[config.mk]
export PLATFORM = sky130hd
export DESIGN_NAME = osd_bus_port
export DESIGN_NICKNAME = d
export VERILOG_FILES = /design/src/osd_bus_pkg.sv /design/src/osd_bus_port.sv
export SDC_FILE = /design/constraint.sdc
export NUM_CORES = 1
export LEC_CHECK = 0
export BUFFER_PORTS_ARGS = -buffer_cell sky130_fd_sc_hd__buf_2
export CAP_MARGIN = 40
export CORE_AREA = 5 5 68 70
export DETAILED_ROUTE_END_ITERATION = 10
export DIE_AREA = 0 0 73 75
export PLACE_DENSITY = 0.83
export REMOVE_ABC_BUFFERS = 1
export SLEW_MARGIN = 20
export SYNTH_ARGS = -nofsm -noshare
export SYNTH_HDL_FRONTEND = slang
export SYNTH_SLANG_ARGS = --single-unit
[constraint.sdc]
create_clock -name clk -period 1.22 [get_ports clk]
set_input_delay 0.122 -clock clk [delete_from_list [all_inputs] [get_ports clk]]
set_output_delay 0.122 -clock clk [all_outputs]
set_load 0.01 [all_outputs]
[src/osd_bus_pkg.sv]
/*
  CPU bus definitions for the OSD overlay: request struct, address map
  and the bitmap RAM geometry seen from the bus side.
  Import into any block that decodes or carries CPU accesses.
*/
package osd_bus_pkg;

  typedef logic [31:0] bus_addr_t;
  typedef logic [31:0] bus_word_t;
  // all zero means read
  typedef logic [3:0]  bus_strb_t;

  typedef struct packed {
    bus_addr_t addr;
    bus_word_t wdata;
    bus_strb_t wstrb;
  } cpu_req_t;

  //////////////////////////////////////////////////////////////////////
  // address map

  // top nibble selects the bitmap RAM
  localparam logic [3:0] RAM_REGION = 4'h1;

  // single control register, bit 0 enables the overlay
  localparam bus_addr_t  CTRL_ADDR  = 32'h3000_0000;

  //////////////////////////////////////////////////////////////////////
  // bitmap RAM

  localparam int RAM_WORDS = 1024;

  // word index, byte address bits 11..2
  typedef logic [$clog2(RAM_WORDS)-1:0] ram_addr_t;

endpackage

[src/osd_bus_port.sv]
/*
  CPU side of the overlay. Decodes valid/ready requests into the control
  register, the shared bitmap RAM or unmapped space, and answers each one
  with a single-cycle ready pulse carrying the read data.
*/
`timescale 1ns/1ns

module osd_bus_port (
  input  logic                   clk,
  input  logic                   rst,
  input  logic                   i_cpu_valid,
  input  osd_bus_pkg::cpu_req_t  i_cpu_req,
  output logic                   o_cpu_ready,
  output osd_bus_pkg::bus_word_t o_cpu_rdata,
  output logic                   o_ram_req,
  output osd_bus_pkg::ram_addr_t o_ram_addr,
  output osd_bus_pkg::bus_word_t o_ram_wdata,
  output osd_bus_pkg::bus_strb_t o_ram_wstrb,
  input  logic                   i_cpu_grant,
  input  osd_bus_pkg::bus_word_t i_ram_rdata,
  output logic                   o_osd_enable
);

  import osd_bus_pkg::*;

  logic      is_ram;
  logic      is_ctrl;
  logic      reg_start;
  logic      ctrl_q;
  logic      ram_done_q;
  bus_word_t rdata_q;

  // address decode
  assign is_ram   = i_cpu_req.addr[31:28] == RAM_REGION;
  assign is_ctrl  = i_cpu_req.addr == CTRL_ADDR;

  // control and unmapped accesses finish in one cycle
  assign reg_start = i_cpu_valid && !o_cpu_ready && !is_ram;

  // held until the RAM finds a cycle free of video fetches
  assign o_ram_req   = i_cpu_valid && is_ram && !o_cpu_ready;
  assign o_ram_addr  = i_cpu_req.addr[11:2];
  assign o_ram_wdata = i_cpu_req.wdata;
  assign o_ram_wstrb = i_cpu_req.wstrb;

  always_ff @(posedge clk) begin
    if (rst) begin
      o_cpu_ready <= 1'b0;
      ram_done_q  <= 1'b0;
      ctrl_q      <= 1'b0;
    end else begin
      o_cpu_ready <= reg_start || i_cpu_grant;
      ram_done_q  <= i_cpu_grant;
      if (reg_start && is_ctrl && i_cpu_req.wstrb[0]) begin
        ctrl_q <= i_cpu_req.wdata[0];
      end
    end
  end

  // unmapped reads give zero
  always_ff @(posedge clk) begin
    if (reg_start && is_ctrl) begin
      rdata_q <= bus_word_t'(ctrl_q);
    end else begin
      rdata_q <= '0;
    end
  end

  // RAM word arrives registered, same cycle as ready
  assign o_cpu_rdata  = ram_done_q ? i_ram_rdata : rdata_q;
  assign o_osd_enable = ctrl_q;

  //////////////////////////////////////////////////////////////////////
  // protocol checks

  // the master keeps valid up to and including the ready cycle
  a_ready_with_valid: assert property (
    @(posedge clk) disable iff (rst) o_cpu_ready |-> i_cpu_valid
  );

  // one ready per request, never back to back
  a_ready_pulse: assert property (
    @(posedge clk) disable iff (rst) o_cpu_ready |=> !o_cpu_ready
  );

endmodule

==> flow_summary_export.csv <==
group,metric,value,unit
run_status,status,"finished clean",
sta,relSlewSlack,77.7,%
routing,post_drt_wl_per_cell,17.9,um
sta,rsz0062_at_grt,"no",
setup_path,cp-end-kind,"output pin",
setup_path,cp_slowest_stage_delay,0.37,ns
pwr,power.switching,0.184,mW
final_layout,antenna_cells,0,
setup_path,crit_path_end,"o_cpu_rdata[0]",
pwr,seqPwrFrac,20.2,%
place,dp_hpwl,4010,um
pwr,power,0.689,mW
clocking,postCtsHoldBufs,0,
yosys,syn_inst,109,
setup_path,worstPathMaxFanout,6,
setup_path,cp_top_family,"flip-flops",
pwr,peakVddDrop,438,uV
global_route,grt_start_max_net_pins,18,
pwr,switching_share,26.7,%
clocking,root_buffer,"clkbuf_8",
yosys,ys.warnings.count,0,
setup_path,arrival,1.05,ns
routing,drtIter0Drc,6,
routing,dr.pass1.iters,3,
hold_path,worstHoldPathType,"in2reg",
yosys,yosys.area.top_type,"buf_4",
setup_path,r2r_end,"o_osd_enable",
clocking,cts.sinks,4,
sta,hold_viol,0,
setup_path,worst-path-stages,2,
setup_path,r2r_cells,4,
sta,max_freq,854,MHz
job,cap_violations,0,
clocking,cts_tree,"built",
final_layout,layout-drive-gt1-share,72.5,%
floorplan,rows,23,
clocking,clock_latency,0.21,ns
global_route,grt_pass1_vias,997,
clocking,clk_path_buf_depth,2,
routing,num_vias,1004,
floorplan,fp.dieW,73,um
setup_path,required,1.10,ns
yosys,syn-cell-area,823,sq um
pwr,clock_power_share,39.4,%
sta,timing.final.crit_share,96.0,%
setup_path,path_cells,"mux2_2 > buf_2",
setup_path,rrSetupSlack,0.13,ns
clocking,htreeDepth,1,
final_layout,fin_util,30.2,%
floorplan,io_pins,185,
setup_path,cp-start-kind,"flop",
pwr,cellPowerDensity,582,nW/um^2
yosys,synth_seq_cells,4,
global_route,grt_use_total,14.2,%
setup_path,critPathBufInv,1,
final_layout,fin_nets,288,
clocking,cts_buffers,3,
clocking,path_clk_slew,0.03,ns
pwr,p_leak,0.696,nW
final_layout,area_delta_synth_final,43.8,%
routing,totalWireLength,4160,um
global_route,grt_pass1_wl,5360,um
yosys,yosysSeqAreaShare,9.73,%
routing,viasPerCell,4.33,
sta,slew_violations,0,
pwr,combPwrFrac,40.3,%
routing,ant_nets,0,
place,io_buffers,116,
sta,finClkSkew,0.000178,ns
global_route,antenna_found_initial,0,
setup_path,slowest_stage,"dfxtp_4",
place,place_congestion,0.700,
yosys,syn_area_per_cell,7.55,sq um
setup_path,critPathKind,"reg2out",
floorplan,start_util,21.0,%
floorplan,design.die.area,5480,sq um
setup_path,startpoint,"ram_done_q",
global_route,grt_overflow,0,
pwr,internal_power,0.505,mW
yosys,synth.top_cell.area_share,41.9,%
sta,fin_crit,1.17,ns
routing,drcViolationCount,0,
yosys,synth_top_cells_by_area,"buf_4 (42%), and2_1 (24%), dfxtp_1 (9.7%), nor4_2 (4.6%), nor4b_2 (1.8%)",
sta,final-setup-viol-count,0,
setup_path,r2r-start,"o_cpu_ready",
sta,worst_pin_slew,0.332,ns
floorplan,core,3910,sq um
floorplan,die_y,75,um
yosys,ys_types,21,
[synth_stat cells]
cell,count
buf_4,46
and2_1,31
dfxtp_1,4
clkbuf_1,3
nor4_2,3
nand3_1,2
nand4_1,2
nor2_1,2
nor2b_1,2
nor3_1,2
nor4_1,2
a21oi_1,1
and2b_2,1
mux2_2,1
mux2i_1,1
nand2b_1,1
nor3_2,1
nor3b_1,1
nor4b_2,1
or2b_1,1
or2b_2,1
[registers in the layout (all words and copies together) (netlist names)]
name	flops
ram_done_q	1
o_cpu_ready	1
rdata_q	1
o_osd_enable	1
[power groups by stage]
stage	logic (mW)	registers, mW	clock network, mW
after floorplan	0.0723	0.146	0
after global placement	0.274	0.142	0
after detailed placement	0.280	0.143	0
after CTS	0.281	0.141	0.277
after global routing	0.308	0.141	0.287
final	0.278	0.140	0.272
[cells by family (layout without fill, tap and decap cells)]
group / count (synthesis) / after routing / share of synthesized area, %
AO/OA/AOI/OAI: 1 / 1 / 0.607
buffers and inverters: 49 / 122 / 43.3
flip-flops: 4 / 4 / 9.73
multiplexers: 2 / 2 / 2.58
AND/OR/NAND/NOR: 53 / 53 / 43.8
[stage by stage]
step	instances	cell area (sq um)	setup TNS [ns]	hold WS [ns]	worst slack [ns]
finish	232	1180	0	0.114	0.0487
global route	232	1180	0	0.120	0.0133
CTS	232	1170	0	0.120	0.0103
detailed placement	229	1130	-0.0204	0.244	-0.0204
global placement	229	1130	0	0.244	0.0574
floorplan	60	467	0	0.194	0.0937
[placed cells by master (no fill, tap or decap), drive strengths merged]
cell type,instances
a21oi,1
and2,31
and2b,1
buf,119
clkbuf,3
dfxtp,4
mux2,1
mux2i,1
nand2b,1
nand3,2
nand4,2
nor2,2
nor2b,2
nor3,3
nor3b,1
nor4,5
nor4b,1
or2b,2
[layer usage]
| layer | share of wire [%] | vias up | GRT usage (%) |
|---|---|---|---|
| met4 | 1.1 | 2 | 4.30 |
| met1 | 25 | 401 | 10.8 |
| met3 | 29 | 7 | 15.4 |
| met5 | 0.98 | - | 5.56 |
| li1 | - | 450 | - |
| met2 | 43 | 144 | 23.2 |
[what timing repair did]
item                                    in CTS  in global routing
endpoints found under the setup margin      21                 20
pin swaps                                    0                  1
buffers inserted                             0                  0
resized for setup                            1                  3
[worst reg2reg max path: cells and delay by family (launching register included)]
family        cells  cell delay [ns]
flops             1             0.30
mux               1             0.19
simple gates      3             0.54
[layout make-up]
type | count | area, sq um
multi-input cells | 56 | 389
flip-flops and latches | 4 | 83.8
clock buffers | 3 | 41.3
repair buffers | 119 | 607
fillers | 420 | 2730
well taps | 50 | 62.6
[how the worst min path moves through the flow]
stage | to | cells after the start | start
6_report | ram_done_q | 2 | rst
4_1_cts | ram_done_q | 2 | rst
2_1_floorplan | ram_done_q | 1 | rst
3_3_place_gp | o_ram_wdata[11] | 0 | i_cpu_req[15]
5_1_grt | ram_done_q | 2 | rst
3_5_place_dp | o_ram_wdata[11] | 0 | i_cpu_req[15]
(Power assumes the default switching activity.)
