## src/osd_bus_pkg.sv

```systemverilog
/*
  CPU bus definitions for the OSD overlay: request struct, address map
  and the bitmap RAM geometry seen from the bus side.
  Import into any block that decodes or carries CPU accesses.
*/
package osd_bus_pkg;

  typedef logic [31:0] bus_addr_t;
  typedef logic [31:0] bus_word_t;
  // all zero means read
  typedef logic [3:0]  bus_strb_t;

  typedef struct packed {
    bus_addr_t addr;
    bus_word_t wdata;
    bus_strb_t wstrb;
  } cpu_req_t;

  //////////////////////////////////////////////////////////////////////
  // address map

  // top nibble selects the bitmap RAM
  localparam logic [3:0] RAM_REGION = 4'h1;

  // single control register, bit 0 enables the overlay
  localparam bus_addr_t  CTRL_ADDR  = 32'h3000_0000;

  //////////////////////////////////////////////////////////////////////
  // bitmap RAM

  localparam int RAM_WORDS = 1024;

  // word index, byte address bits 11..2
  typedef logic [$clog2(RAM_WORDS)-1:0] ram_addr_t;

endpackage

```

## src/osd_video_pkg.sv

```systemverilog
/*
  Video side definitions for the OSD overlay: pixel stream struct,
  window geometry, overlay colors and the raster-to-output stage record.
*/
package osd_video_pkg;

  // red in the high byte
  typedef logic [23:0] rgb_t;
  typedef logic [8:0]  coord_t;

  typedef struct packed {
    logic de;
    logic hs;
    logic vs;
    rgb_t rgb;
  } video_t;

  //////////////////////////////////////////////////////////////////////
  // window, one bit per pixel, top-left corner

  localparam int WIN_W         = 256;
  localparam int WIN_H         = 64;
  localparam int WORDS_PER_ROW = 8;

  localparam rgb_t FG_RGB = 24'hff_ff_ff;
  localparam rgb_t BG_RGB = 24'h30_40_50;

  // input to output, in clocks
  localparam int PIX_LATENCY = 2;

  // raster stage handed to the pixel output
  typedef struct packed {
    video_t     video;
    logic       in_win;
    logic       fetch;
    logic [1:0] lane;
    logic [2:0] bit_idx;
  } pix_info;

endpackage

```

## src/osd_raster.sv

```systemverilog
/*
  Follows the incoming video to find the current pixel position and
  issues bitmap word fetches for the overlay window. The video and the
  per-pixel window info leave here one register stage later.
*/
`timescale 1ns/1ns

module osd_raster (
  input  logic                   clk,
  input  logic                   rst,
  input  osd_video_pkg::video_t  i_video,
  input  logic                   i_osd_enable,
  output logic                   o_fetch,
  output osd_bus_pkg::ram_addr_t o_fetch_addr,
  output osd_video_pkg::pix_info o_pix
);

  import osd_video_pkg::*;
  import osd_bus_pkg::*;

  coord_t x_q;
  coord_t y_q;
  logic   in_win;

  // x counts active pixels, y counts lines that had any
  always_ff @(posedge clk) begin
    if (rst) begin
      x_q <= '0;
      y_q <= '0;
    end else begin
      if (i_video.hs) begin
        x_q <= '0;
      end else if (i_video.de) begin
        x_q <= x_q + 1'b1;
      end
      if (i_video.vs) begin
        y_q <= '0;
      end else if (i_video.hs && x_q != '0) begin
        y_q <= y_q + 1'b1;
      end
    end
  end

  assign in_win = i_osd_enable && i_video.de &&
                  x_q < coord_t'(WIN_W) && y_q < coord_t'(WIN_H);

  // first pixel of each 8-pixel group
  assign o_fetch      = in_win && x_q[2:0] == 3'd0;
  assign o_fetch_addr = ram_addr_t'(y_q) * ram_addr_t'(WORDS_PER_ROW) +
                        ram_addr_t'(x_q >> 5);

  always_ff @(posedge clk) begin
    if (rst) begin
      o_pix <= '0;
    end else begin
      o_pix.video   <= i_video;
      o_pix.in_win  <= in_win;
      o_pix.fetch   <= o_fetch;
      o_pix.lane    <= x_q[4:3];
      // msb is the leftmost pixel
      o_pix.bit_idx <= 3'd7 - x_q[2:0];
    end
  end

endmodule

```

## config.mk

```make
export PLATFORM = sky130hd
export DESIGN_NAME = osd_raster
export DESIGN_NICKNAME = d
export VERILOG_FILES = /design/src/osd_bus_pkg.sv /design/src/osd_video_pkg.sv /design/src/osd_raster.sv
export SDC_FILE = /design/constraint.sdc
export NUM_CORES = 1
export LEC_CHECK = 0
export ABC_AREA = 1
export BUFFER_PORTS_ARGS = -buffer_cell sky130_fd_sc_hd__buf_2
export CELL_PAD_IN_SITES_DETAIL_PLACEMENT = 2
export CELL_PAD_IN_SITES_GLOBAL_PLACEMENT = 2
export CORE_MARGIN = 2
export CORE_UTILIZATION = 28
export CTS_CLUSTER_DIAMETER = 100
export DETAILED_ROUTE_END_ITERATION = 10
export GPL_ROUTABILITY_DRIVEN = 0
export PLACE_DENSITY_LB_ADDON = 0.1
export SYNTH_ARGS = -nofsm -noshare
export SYNTH_HDL_FRONTEND = slang
export SYNTH_SLANG_ARGS = --single-unit
```

## constraint.sdc

```tcl
create_clock -name clk -period 3.5 [get_ports clk]
set_input_delay 0.175 -clock clk [delete_from_list [all_inputs] [get_ports clk]]
set_output_delay 0.175 -clock clk [all_outputs]
set_load 0.1 [all_outputs]
```

==> flow_summary.yaml <==
status:
  status: "completed"
timing:
  setup_tns_ns: 0
  fmax_mhz: 475.8
  finalCriticalPeriod_ns: 2.102
  rsz0062_at_grt: "false"
  drv_slew: 0
  finalHoldViolations: 0
  worst_pin_slew_ns: 0.6422
  slew_headroom_pct: 57.03
  clock_skew_ns: 0.005641
  finalSetupViolCount: 0
  period_share_pct: 60.05
  setup_ws_ns: 1.398
detailed_routing:
  first_pass_iters: 4
  wl_per_cell_um: 12.13
  ant_nets: 0
  via_per_inst: 4.228
  drc_errors: 0
  totalWireLength_um: 5217
  num_vias: 1818
  drtIter0Drc: 20
critical_path:
  crit_cells: 6
  r2r-end: "y_q[0]"
  r2r_setup_slack_ns: 1.93
  crit_chain: "ha_1 > ha_1 > nand3_1 > nor2_1 > xor2_1 > buf_2"
  endpoint_kind: "output port"
  crit_path_end: "o_fetch_addr[9]"
  cp_top_family: "buffers and inverters"
  critPathBufInv: 1
  required_ns: 3.32
  crit_path_start: "y_q[0]"
  cp_common_cell: "ha_1"
  r2r_cells: 8
  worstReg2RegStart: "x_q[0]"
  critPathSlowestCell: "buf_2"
  start_kind: "flip-flop"
  cp_slowest_stage_delay_ns: 0.44
  worst-setup-path-type: "flip-flop to output port"
  crit_path_max_fanout: 4
  cp.arrival_ns: 1.93
die:
  dieArea_um2: 7846
  ioPinCount: 75
  core_um2: 6869
  die_y_um: 88.58
  die_w_um: 88.58
  rows: 30
  start_util_pct: 29.16
grt:
  grt.met2_usage_pct: 22.49
  grt_pass1_vias: 1861
  grt.busiest_layer: "met2"
  grt_usage_pct: 13.99
  use_met3_pct: 6.810
  use_met1_pct: 16.78
  antenna_found_initial: 0
  grt_max_degree: 37
  overflow: 0
  grt_pass1_wl_um: 8500
synthesis:
  yosys_warnings: 0
  ys_top_cells_by_area: "dfxtp_1 (52%), nor2_1 (11%), inv_1 (9.6%)"
  yosys.area.top_type: "dfxtp_1"
  synth_seq_cells: 52
  netlist_area_um2: 2003
  synth.distinct_cells: 22
  synthesis.nets: 297
  syn_avg_cell_area_um2: 7.646
  synth_cells: 262
  synth_seq_area_share_pct: 51.97
  synth_top_cell_area_share_pct: 51.97
clock_tree:
  clk_latency_ns: 0.30
  cts-buffers-inserted: 5
  cts.sinks: 52
  cts_max_level: 2
  cts_setup_buffers: 0
  clk_path_buf_depth: 2
  clock-root-buffer: "clkbuf_8"
  cts_hold_buf: 0
  clkTransAtPathRegs_ns: 0.10
  cts_tree: "done"
  post_cts_resized: 0
power_and_ir_drop:
  power.density_nw_per_um2: 523.4
  p_leak_nw: 1.351
  irDropWorstVdd_mv: 0.2129
placed_design:
  dp.cells: 423
  io_buffers: 74
  pre_cts_slack_ns: 1.728
  dpl.hpwl_um: 3992
run:
  max_cap_viol_count: 0
final_layout:
  area_growth_pct: 27.86
  n_fill_cell: 856
  antenna_cells: 0
  final_cell_count_no_fill: 430
  nets: 369
  drive_gt1_share_pct: 26.95
worst_hold_path:
  hold_path_class: "input pin to flip-flop"
## power breakdown
group          internal (mW)  total (mW)  switching (mW)  leakage [nW]
Combinational         0.0376       0.236           0.198         0.859
Sequential             0.612       0.619         0.00608         0.428
Clock                  0.282       0.486           0.204        0.0642
Total                  0.932        1.34           0.409          1.35
## metrics by stage
| stage | hold slack, ns | util (%) | total power, mW | cell area (um^2) |
|---|---|---|---|---|
| after floorplan | 0.2647 | - | 0.8236 | 2003 |
| after global placement | 0.3728 | 35.41 | 0.8678 | 2432 |
| after detailed placement | 0.3848 | 35.41 | 0.8715 | 2432 |
| after CTS | 0.05392 | 37.29 | 1.366 | 2561 |
| after global routing | 0.05918 | 37.29 | 1.400 | 2561 |
| final | 0.06460 | 37.29 | 1.340 | 2561 |
## sequential cells by signal, indices dropped and copies added, names as in the netlist
| signal | cells |
|---|---|
| o_pix | 34 |
| x_q | 9 |
| y_q | 9 |
## kinds of logic after synthesis
| group | share of synthesized area, % |
|---|---|
| AND/OR/NAND/NOR | 25.23 |
| flip-flops | 51.97 |
| AO/OA/AOI/OAI | 4.435 |
| buffers and inverters | 13.05 |
| adder cells (fa/ha/maj) | 3.123 |
| XOR/XNOR | 2.186 |
## final cells by class
type | instances | area, um^2 | share of cell area [%]
clock buffers | 5 | 68.82 | 2.687
clock inverters | 2 | 60.06 | 2.345
inverters | 53 | 200.2 | 7.816
multi-input cells | 148 | 700.7 | 27.36
flip-flops and latches | 52 | 1041 | 40.64
well taps | 96 | 120.1 | 4.690
repair buffers | 74 | 370.4 | 14.46
## cells in the final DEF, fill, tap and decap left out
| cell | Yosys | final |
|---|---|---|
| a21oi_1 | 10 | 10 |
| xnor2_1 | 1 | 1 |
| nor2_1 | 60 | 60 |
| nor2_2 | 3 | 3 |
| buf_2 | 1 | 74 |
| o21ai_0 | 6 | 6 |
| o21ai_2 | 1 | 1 |
| ha_1 | 5 | 5 |
| clkbuf_8 | 0 | 5 |
| nand3_1 | 12 | 12 |
| xor2_1 | 4 | 4 |
| nand2_2 | 2 | 2 |
| nand2_1 | 35 | 35 |
| bufinv_16 | 0 | 2 |
| nor2_4 | 1 | 1 |
| dfxtp_1 | 52 | 52 |
| inv_1 | 51 | 51 |
| clkinv_2 | 1 | 1 |
| inv_2 | 1 | 1 |
| nand4_1 | 5 | 5 |
| nor3_1 | 3 | 3 |
## worst reg2reg max path: cells and delay by family (launching register included)
family	cells	cell delay, ns
buffers and inverters	1	0.07
flip-flops	1	0.42
AND/OR/NAND/NOR	5	0.58
adder cells (fa/ha/maj)	1	0.20
AO/OA/AOI/OAI	1	0.20
## layer usage
metal	vias to the layer above	routed length [um]
li1	919	-
met1	838	2284
met2	56	2363
met3	5	524
met4	0	44
met5	-	0
## Yosys cell counts, drive strengths merged
library cell,n
a21oi,10
buf,6
clkbuf,3
clkinv,1
dfxtp,52
ha,5
inv,52
nand2,37
nand3,12
nand4,5
nor2,64
nor3,3
o21ai,7
xnor2,1
xor2,4
## worst min path at each step
stage	startpoint	endpoint	slack, ns	cells after the start
global route	i_video[15]	o_pix[22]	0.06	3
global placement	i_video[17]	o_pix[24]	0.37	3
finish	i_video[23]	o_pix[30]	0.06	3
detailed placement	i_video[21]	o_pix[28]	0.38	3
floorplan	i_video[26]	x_q[0]	0.26	1
CTS	i_video[8]	o_pix[15]	0.05	3
(Power assumes the default switching activity.)
