### src/osd_bus_pkg.sv
/*
  CPU bus definitions for the OSD overlay: request struct, address map
  and the bitmap RAM geometry seen from the bus side.
  Import into any block that decodes or carries CPU accesses.
*/
package osd_bus_pkg;

  typedef logic [31:0] bus_addr_t;
  typedef logic [31:0] bus_word_t;
  // all zero means read
  typedef logic [3:0]  bus_strb_t;

  typedef struct packed {
    bus_addr_t addr;
    bus_word_t wdata;
    bus_strb_t wstrb;
  } cpu_req_t;

  //////////////////////////////////////////////////////////////////////
  // address map

  // top nibble selects the bitmap RAM
  localparam logic [3:0] RAM_REGION = 4'h1;

  // single control register, bit 0 enables the overlay
  localparam bus_addr_t  CTRL_ADDR  = 32'h3000_0000;

  //////////////////////////////////////////////////////////////////////
  // bitmap RAM

  localparam int RAM_WORDS = 1024;

  // word index, byte address bits 11..2
  typedef logic [$clog2(RAM_WORDS)-1:0] ram_addr_t;

endpackage

### src/osd_video_pkg.sv
/*
  Video side definitions for the OSD overlay: pixel stream struct,
  window geometry, overlay colors and the raster-to-output stage record.
*/
package osd_video_pkg;

  // red in the high byte
  typedef logic [23:0] rgb_t;
  typedef logic [8:0]  coord_t;

  typedef struct packed {
    logic de;
    logic hs;
    logic vs;
    rgb_t rgb;
  } video_t;

  //////////////////////////////////////////////////////////////////////
  // window, one bit per pixel, top-left corner

  localparam int WIN_W         = 256;
  localparam int WIN_H         = 64;
  localparam int WORDS_PER_ROW = 8;

  localparam rgb_t FG_RGB = 24'hff_ff_ff;
  localparam rgb_t BG_RGB = 24'h30_40_50;

  // input to output, in clocks
  localparam int PIX_LATENCY = 2;

  // raster stage handed to the pixel output
  typedef struct packed {
    video_t     video;
    logic       in_win;
    logic       fetch;
    logic [1:0] lane;
    logic [2:0] bit_idx;
  } pix_info;

endpackage

### src/osd_pixel_out.sv
/*
  Output stage of the overlay. Picks the bitmap byte for the current
  8-pixel group, selects the pixel bit and mixes the overlay colors over
  the console picture. Output is registered.
*/
`timescale 1ns/1ns

module osd_pixel_out (
  input  logic                   clk,
  input  logic                   rst,
  input  osd_video_pkg::pix_info i_pix,
  input  osd_bus_pkg::bus_word_t i_rdata,
  output osd_video_pkg::video_t  o_video
);

  import osd_video_pkg::*;

  logic [7:0] lane_byte;
  logic [7:0] cur_byte;
  logic [7:0] byte_q;
  logic       pix_bit;
  rgb_t       mix_rgb;

  // byte of the fetched word for this group
  always_comb begin
    case (i_pix.lane)
      2'd0:    lane_byte = i_rdata[7:0];
      2'd1:    lane_byte = i_rdata[15:8];
      2'd2:    lane_byte = i_rdata[23:16];
      default: lane_byte = i_rdata[31:24];
    endcase
  end

  // fetch pixel uses the fresh word, the other seven the saved byte
  assign cur_byte = i_pix.fetch ? lane_byte : byte_q;
  assign pix_bit  = cur_byte[i_pix.bit_idx];

  always_ff @(posedge clk) begin
    if (i_pix.fetch) begin
      byte_q <= lane_byte;
    end
  end

  //////////////////////////////////////////////////////////////////////
  // color mix

  always_comb begin
    if (!i_pix.video.de) begin
      mix_rgb = '0;
    end else if (i_pix.in_win) begin
      mix_rgb = pix_bit ? FG_RGB : BG_RGB;
    end else begin
      mix_rgb = i_pix.video.rgb;
    end
  end

  always_ff @(posedge clk) begin
    if (rst) begin
      o_video <= '0;
    end else begin
      o_video.de  <= i_pix.video.de;
      o_video.hs  <= i_pix.video.hs;
      o_video.vs  <= i_pix.video.vs;
      o_video.rgb <= mix_rgb;
    end
  end

endmodule

### config.mk
export PLATFORM = sky130hd
export DESIGN_NAME = osd_pixel_out
export DESIGN_NICKNAME = d
export VERILOG_FILES = /design/src/osd_bus_pkg.sv /design/src/osd_video_pkg.sv /design/src/osd_pixel_out.sv
export SDC_FILE = /design/constraint.sdc
export NUM_CORES = 1
export LEC_CHECK = 0
export BUFFER_PORTS_ARGS = -buffer_cell sky130_fd_sc_hd__buf_2
export CAP_MARGIN = 20
export CORE_MARGIN = 5
export CORE_UTILIZATION = 25
export CTS_BUF_LIST = sky130_fd_sc_hd__clkbuf_8
export DETAILED_ROUTE_END_ITERATION = 8
export MAX_ROUTING_LAYER = met4
export PLACE_DENSITY = 0.56
export SLEW_MARGIN = 20
export SYNTH_ARGS = -nofsm -noshare
export SYNTH_HDL_FRONTEND = slang
export SYNTH_SLANG_ARGS = --single-unit
### constraint.sdc
create_clock -name clk -period 3.5 [get_ports clk]
set_input_delay 0.175 -clock clk [delete_from_list [all_inputs] [get_ports clk]]
set_output_delay 0.175 -clock clk [all_outputs]
set_load 0.05 [all_outputs]
==> results of run 1 <==
power breakdown:
| part | internal (uW) | switching [uW] |
|---|---|---|
| Sequential | 428 | 8.00 |
| Combinational | 84.1 | 126 |
| Clock | 142 | 153 |
cell usage in the layout, fill, tap and decap left out:
master,n
a2111oi_0,1
a2111oi_2,1
a211oi_1,2
a21o_1,19
a21oi_1,1
a21oi_4,1
a31o_1,4
a31o_2,2
and2_1,2
buf_2,94
clkbuf_8,5
clkinvlp_4,2
dfxtp_1,35
inv_1,3
inv_6,1
mux2_2,1
mux2i_1,16
mux4_2,3
nand2_1,8
nand2b_1,10
nor2_1,10
nor2_2,1
nor2b_1,8
nor3_1,1
o2111ai_1,1
o211ai_1,1
o221ai_1,2
or2_1,1
worst max-delay path by stage:
stage | startpoint | end | slack, ps | cells past startpoint
after floorplan | i_pix[4] | o_video[10] | 1440 | 9
after global placement | i_pix[4] | o_video[10] | 1020 | 7
after detailed placement | i_pix[4] | o_video[7] | 990 | 7
after CTS | i_pix[4] | o_video[8] | 1270 | 7
after global routing | i_pix[4] | o_video[5] | 1170 | 7
final | i_pix[4] | o_video[8] | 1340 | 7
sequential cells by signal (all words and copies together) (netlist names):
signal / flops
o_video: 27
byte_q: 8
area by class of cell:
| cell class | instances | area, um^2 |
|---|---|---|
| Clock inverter | 3 | 23.8 |
| Inverter | 3 | 11.3 |
| Fill cell | 595 | 3810 |
| Clock buffer | 5 | 68.8 |
| Multi-Input combinational cell | 96 | 738 |
| Timing Repair Buffer | 94 | 470 |
| Tap cell | 75 | 93.8 |
| Sequential cell | 35 | 701 |
critical path, cell delays in order:
cell and delay (ps):
buf_2 370, mux2i_1 160, mux4_2 490, a2111oi_0 420, nor3_1 160, a21oi_4 470, a21o_1 140
layer usage:
metal  up-vias  wire (um)  track usage  share of wire
li1        684          -            -              -
met1       565       1610        0.114           0.43
met2        59       1630        0.153           0.44
met3         7        421       0.0480           0.11
met4         0         49       0.0335          0.013
met5         -          0            -              0
per-stage QoR:
stage	instance area (um^2)	worst slack, ps	std cells
finish	2110	1340	311
global route	2110	1170	311
CTS	2110	1270	311
detailed placement	2010	994	303
global placement	2010	1020	303
floorplan	1520	1440	144
kinds of logic (layout without fill, tap and decap cells):
family                 count (synthesis)  in the layout
AND/OR/NAND/NOR                       41             41
AO/OA/AOI/OAI                         35             35
flip-flops                            35             35
multiplexers                          20             20
buffers and inverters                 13            105
==> impl_metrics.env, run 1 <==
export IMPL_status="finished, final reports clean"
export IMPL_wl_um=3710
export IMPL_ant_nets=0
export IMPL_start_util=0.256
export IMPL_maxSlewHeadroom=0.531
export IMPL_worstPathRequired_ps=3730
export IMPL_synth_area_um2=1520
export IMPL_vias_per_cell=4.23
export IMPL_holdPathStages=2
export IMPL_numClockSinks=35
export IMPL_synth_most_common_cell="dfxtp_1"
export IMPL_io_pin_count=95
export IMPL_antenna_found_initial=0
export IMPL_port_buffers=94
export IMPL_fp_coreArea_um2=5920
export IMPL_cts_tree="yes"
export IMPL_cts_root_buf="clkbuf_8"
export IMPL_maxCapViolCount=0
export IMPL_final_max_slew_viol_count=0
export IMPL_fin_crit_ps=2160
export IMPL_start_kind="primary input"
export IMPL_htree_levels=2
export IMPL_grt_max_degree=23
export IMPL_drc=0
export IMPL_ys_ff_latch=35
export IMPL_die_h_um=87.9
export IMPL_seq_area_frac_synth=0.462
export IMPL_r2r_setup_slack_ps=1810
export IMPL_timing_rr_end="o_video[8]"
export IMPL_synth_edf_count=0
export IMPL_synth_compound_area_frac=0.190
export IMPL_die_area_um2=7730
export IMPL_finalClockSkew_ps=4.45
export IMPL_synth_top_area_cell="dfxtp_1"
export IMPL_tightest_slew_ps=703
export IMPL_synth_distinct_cells=28
export IMPL_synth_net_count=212
export IMPL_crit_path_end_kind="flip-flop"
export IMPL_cts_made_buffers=5
export IMPL_track_usage=0.0997
export IMPL_total_power_uw=940
export IMPL_reg2reg_from="byte_q[3]"
export IMPL_synth_mux_area_frac=0.157
export IMPL_r2r_cells=6
export IMPL_synth_simple_area_share=0.137
export IMPL_p_leak_uw=0.00118
export IMPL_power_per_cell_area_nw_per_um2=446
export IMPL_hold_violations=0
export IMPL_grt_pass1_wl_um=5850
export IMPL_first_global_vias=1397
export IMPL_synthFlopType="dfxtp_1"
export IMPL_die_w_um=87.9
export IMPL_postLayoutCoreUtil=0.356
export IMPL_cts_setup_buffers=0
export IMPL_finalCritPeriodShare=0.617
export IMPL_drt_first_pass_iters=4
export IMPL_fin_tns_setup_ps=0
export IMPL_hold_worst_slack_ps=67.6
export IMPL_place_gp_congestion=0.665
export IMPL_ir_drop_uv=254
export IMPL_synthToLayoutAreaGrowth_pct=38.8
export IMPL_postSynth_asyncResetShare=0
export IMPL_num_rows=28
export IMPL_gr_total_overflow=0
export IMPL_setup_viol=0
export IMPL_min_from="rst"
export IMPL_drt_initial_drc_count=37
export IMPL_dpl_hpwl_um=2930
export IMPL_synth_xor_area_share=0
export IMPL_synth_top_family_by_area="compound AO/OA/AOI/OAI gates"
export IMPL_hold_buffers=0
export IMPL_ys_warn_count=0
export IMPL_clk_latency_ps=290
export IMPL_yosys_top_cells_count="dfxtp_1 (35), a21o_1 (19), mux2i_1 (16), nor2_1 (11), nand2b_1 (10)"
export IMPL_netlist_top_cells_area="dfxtp_1 (46%), mux2i_1 (11%), a21o_1 (9.4%)"
export IMPL_avgSynthCellArea_um2=10.5
export IMPL_clkTransAtPathRegs_ps=70
export IMPL_syn_inst=144
export IMPL_min_path_type="in -> reg"
export IMPL_criticalPathCategory="in -> reg"
export IMPL_layout_nets=303
export IMPL_fmax_ghz=0.463
export IMPL_grt_setup_unrepaired="no"
export IMPL_dr_total_vias=1315
export IMPL_arrival_ps=2390
export IMPL_final_layout_size_suffix_gt1_frac=0.470
export IMPL_postCtsResizedCells=0
export IMPL_cts_buffer_depth=2
export IMPL_min_to="o_video[24]"
export IMPL_synthAdderAreaFrac=0
export IMPL_antennaDiodeCount=0
export IMPL_critPathMaxFanout=19
export IMPL_wire_per_inst_um=11.9
export IMPL_synth_top_cell_area_share=0.462
No activity file was read; power rests on OpenSTA's default activity.
==> run 2: changes to the inputs <==
Settings changed: PLACE_DENSITY 0.56 to 0.58.
Clock period 3.5 ns to 1.85 ns, I/O delays scaled along.
==> run 2 against run 1 <==
Worst hold slack got worse by 58 ps; worst setup slack got worse by 1100 ps; utilization increased by 5.5 points; cell area increased by 15%; sequential share of layout area decreased by 4.4 points; die area unchanged; combinational power increased by 120%; largest power group unchanged; critical path depth increased by 1; sequential power increased by 89%.
==> impl_metrics.env, run 2 (synthesized netlist as in run 1, its figures left out) <==
export IMPL_final_layout_size_suffix_gt1_frac=0.457
export IMPL_layout_nets=334
export IMPL_cts_buffer_depth=2
export IMPL_min_path_type="in -> reg"
export IMPL_cts_tree="yes"
export IMPL_drt_met1_wl_um=1720
export IMPL_hold_worst_slack_ps=9.51
export IMPL_first_global_vias=1549
export IMPL_clk_latency_ps=280
export IMPL_antenna_found_initial=0
export IMPL_drc=0
export IMPL_start_kind="primary input"
export IMPL_htree_levels=2
export IMPL_ant_nets=0
export IMPL_total_power_uw=1850
export IMPL_path_cells="buf_2 -> mux2i_1 -> mux4_2 -> a2111oi_1 -> nor3_2 -> a21oi_4 -> buf_12 -> a21o_1"
export IMPL_power_per_cell_area_nw_per_um2=762
export IMPL_maxSlewHeadroom=0.725
export IMPL_die_w_um=87.9
export IMPL_setup_viol=0
export IMPL_grt_max_degree=20
export IMPL_start_util=0.256
export IMPL_fill_cells=601
export IMPL_port_buffers=94
export IMPL_met3_length_um=410
export IMPL_fp_coreArea_um2=5920
export IMPL_ir_drop_uv=557
export IMPL_synthToLayoutAreaGrowth_pct=60.2
export IMPL_hold_violations=0
export IMPL_final_common_cell="buf_2"
export IMPL_wl_um=4160
export IMPL_gr_total_overflow=0
export IMPL_maxCapViolCount=0
export IMPL_die_area_um2=7730
export IMPL_numClockSinks=35
export IMPL_met2_length_um=2010
export IMPL_cts_made_buffers=5
export IMPL_critPathBufInv=2
export IMPL_finalCritPeriodShare=0.894
export IMPL_p_leak_uw=0.00133
export IMPL_cts_root_buf="clkbuf_8"
export IMPL_critPathMaxFanout=19
export IMPL_top_register="o_video"
export IMPL_place_gp_congestion=0.725
export IMPL_arrival_ps=1880
export IMPL_tightest_slew_ps=410
export IMPL_track_usage=0.114
export IMPL_wire_per_inst_um=12.2
export IMPL_status="finished, final reports clean"
export IMPL_crit_path_end_kind="flip-flop"
export IMPL_final_max_slew_viol_count=0
export IMPL_io_pin_count=95
export IMPL_grt_setup_unrepaired="no"
export IMPL_grt_pass1_wl_um=6680
export IMPL_die_h_um=87.9
export IMPL_dpl_hpwl_um=3180
export IMPL_top_layer="met4"
export IMPL_dr_total_vias=1449
export IMPL_drt_first_pass_iters=4
export IMPL_fmax_ghz=0.605
export IMPL_final_cell_mix="buf_2 (94), dfxtp_1 (35), dlygate4sd3_1 (20)"
export IMPL_cpPeakStageDelay_ps=470
export IMPL_drt_initial_drc_count=27
export IMPL_vias_per_cell=4.24
export IMPL_critPathTopFamily="compound AO/OA/AOI/OAI gates"
export IMPL_num_rows=28
export IMPL_top_regs="o_video (27), byte_q (8)"
export IMPL_crit_slowest_cell="mux4_2"
export IMPL_fin_crit_ps=1650
export IMPL_postLayoutCoreUtil=0.411
export IMPL_criticalPathCategory="in -> reg"
export IMPL_antennaDiodeCount=0
export IMPL_clkTransAtPathRegs_ps=70
export IMPL_finalClockSkew_ps=5.01
export IMPL_worstPathRequired_ps=2080
export IMPL_largest_register_ffs=27
## run 2: changes by cell type in the layout (fill, tap and decap cells not counted), sizes merged
| cell | change |
|---|---|
| buf | +11 |
| dlygate4sd3 | +20 |
## run 2: path summary, 6_finish.rpt
kind             start    endpoint  slack, ps  depth (start not counted)
min          i_pix[11]  o_video[4]         10                          3
min reg2reg  byte_q[5]   byte_q[5]        490                          2
max           i_pix[4]  o_video[3]        200                          8
max reg2reg  byte_q[1]  o_video[3]        220                          7
## run 2: tightest hold or removal path, cell delays in order
cell	delay, ps
buf_2	80
nor2_1	30
nor2_1	60
## run 2: area by class of cell
cell class / count / area (um^2) / share of cell area
clock buffers: 5 / 68.8 / 0.0283
clock inverters: 3 / 23.8 / 0.00978
inverters: 3 / 11.3 / 0.00463
multi-input cells: 96 / 754 / 0.310
flip-flops and latches: 35 / 701 / 0.288
well taps: 75 / 93.8 / 0.0386
repair buffers: 125 / 778 / 0.320
## run 2: report_power, final
part	switching [uW]	total [uW]	internal [uW]
combinational	254	463	209
clock	296	565	269
sequential	16.2	825	809
total	566	1850	1290
## run 2: through the flow
stage | worst slack (ps) | cells | setup TNS [ps] | instance area, um^2
floorplan | -35.4 | 144 | -354 | 1550
global placement | -84.9 | 314 | -1580 | 2140
detailed placement | -110 | 314 | -1950 | 2140
CTS | 188 | 342 | 0 | 2430
global route | 84.3 | 342 | 0 | 2430
finish | 196 | 342 | 0 | 2430
## run 2: per-layer routing
metal	GRT usage	vias up
met3	0.0414	2
met5	-	-
met4	0.0377	0
met2	0.186	58
met1	0.130	643
li1	-	746
## run 2: repair_timing
action | CTS | global route
gates resized for setup | 0 | 0
buffers inserted | 0 | 0
endpoints found under the hold margin | 21 | 0
hold buffers | 20 | 0
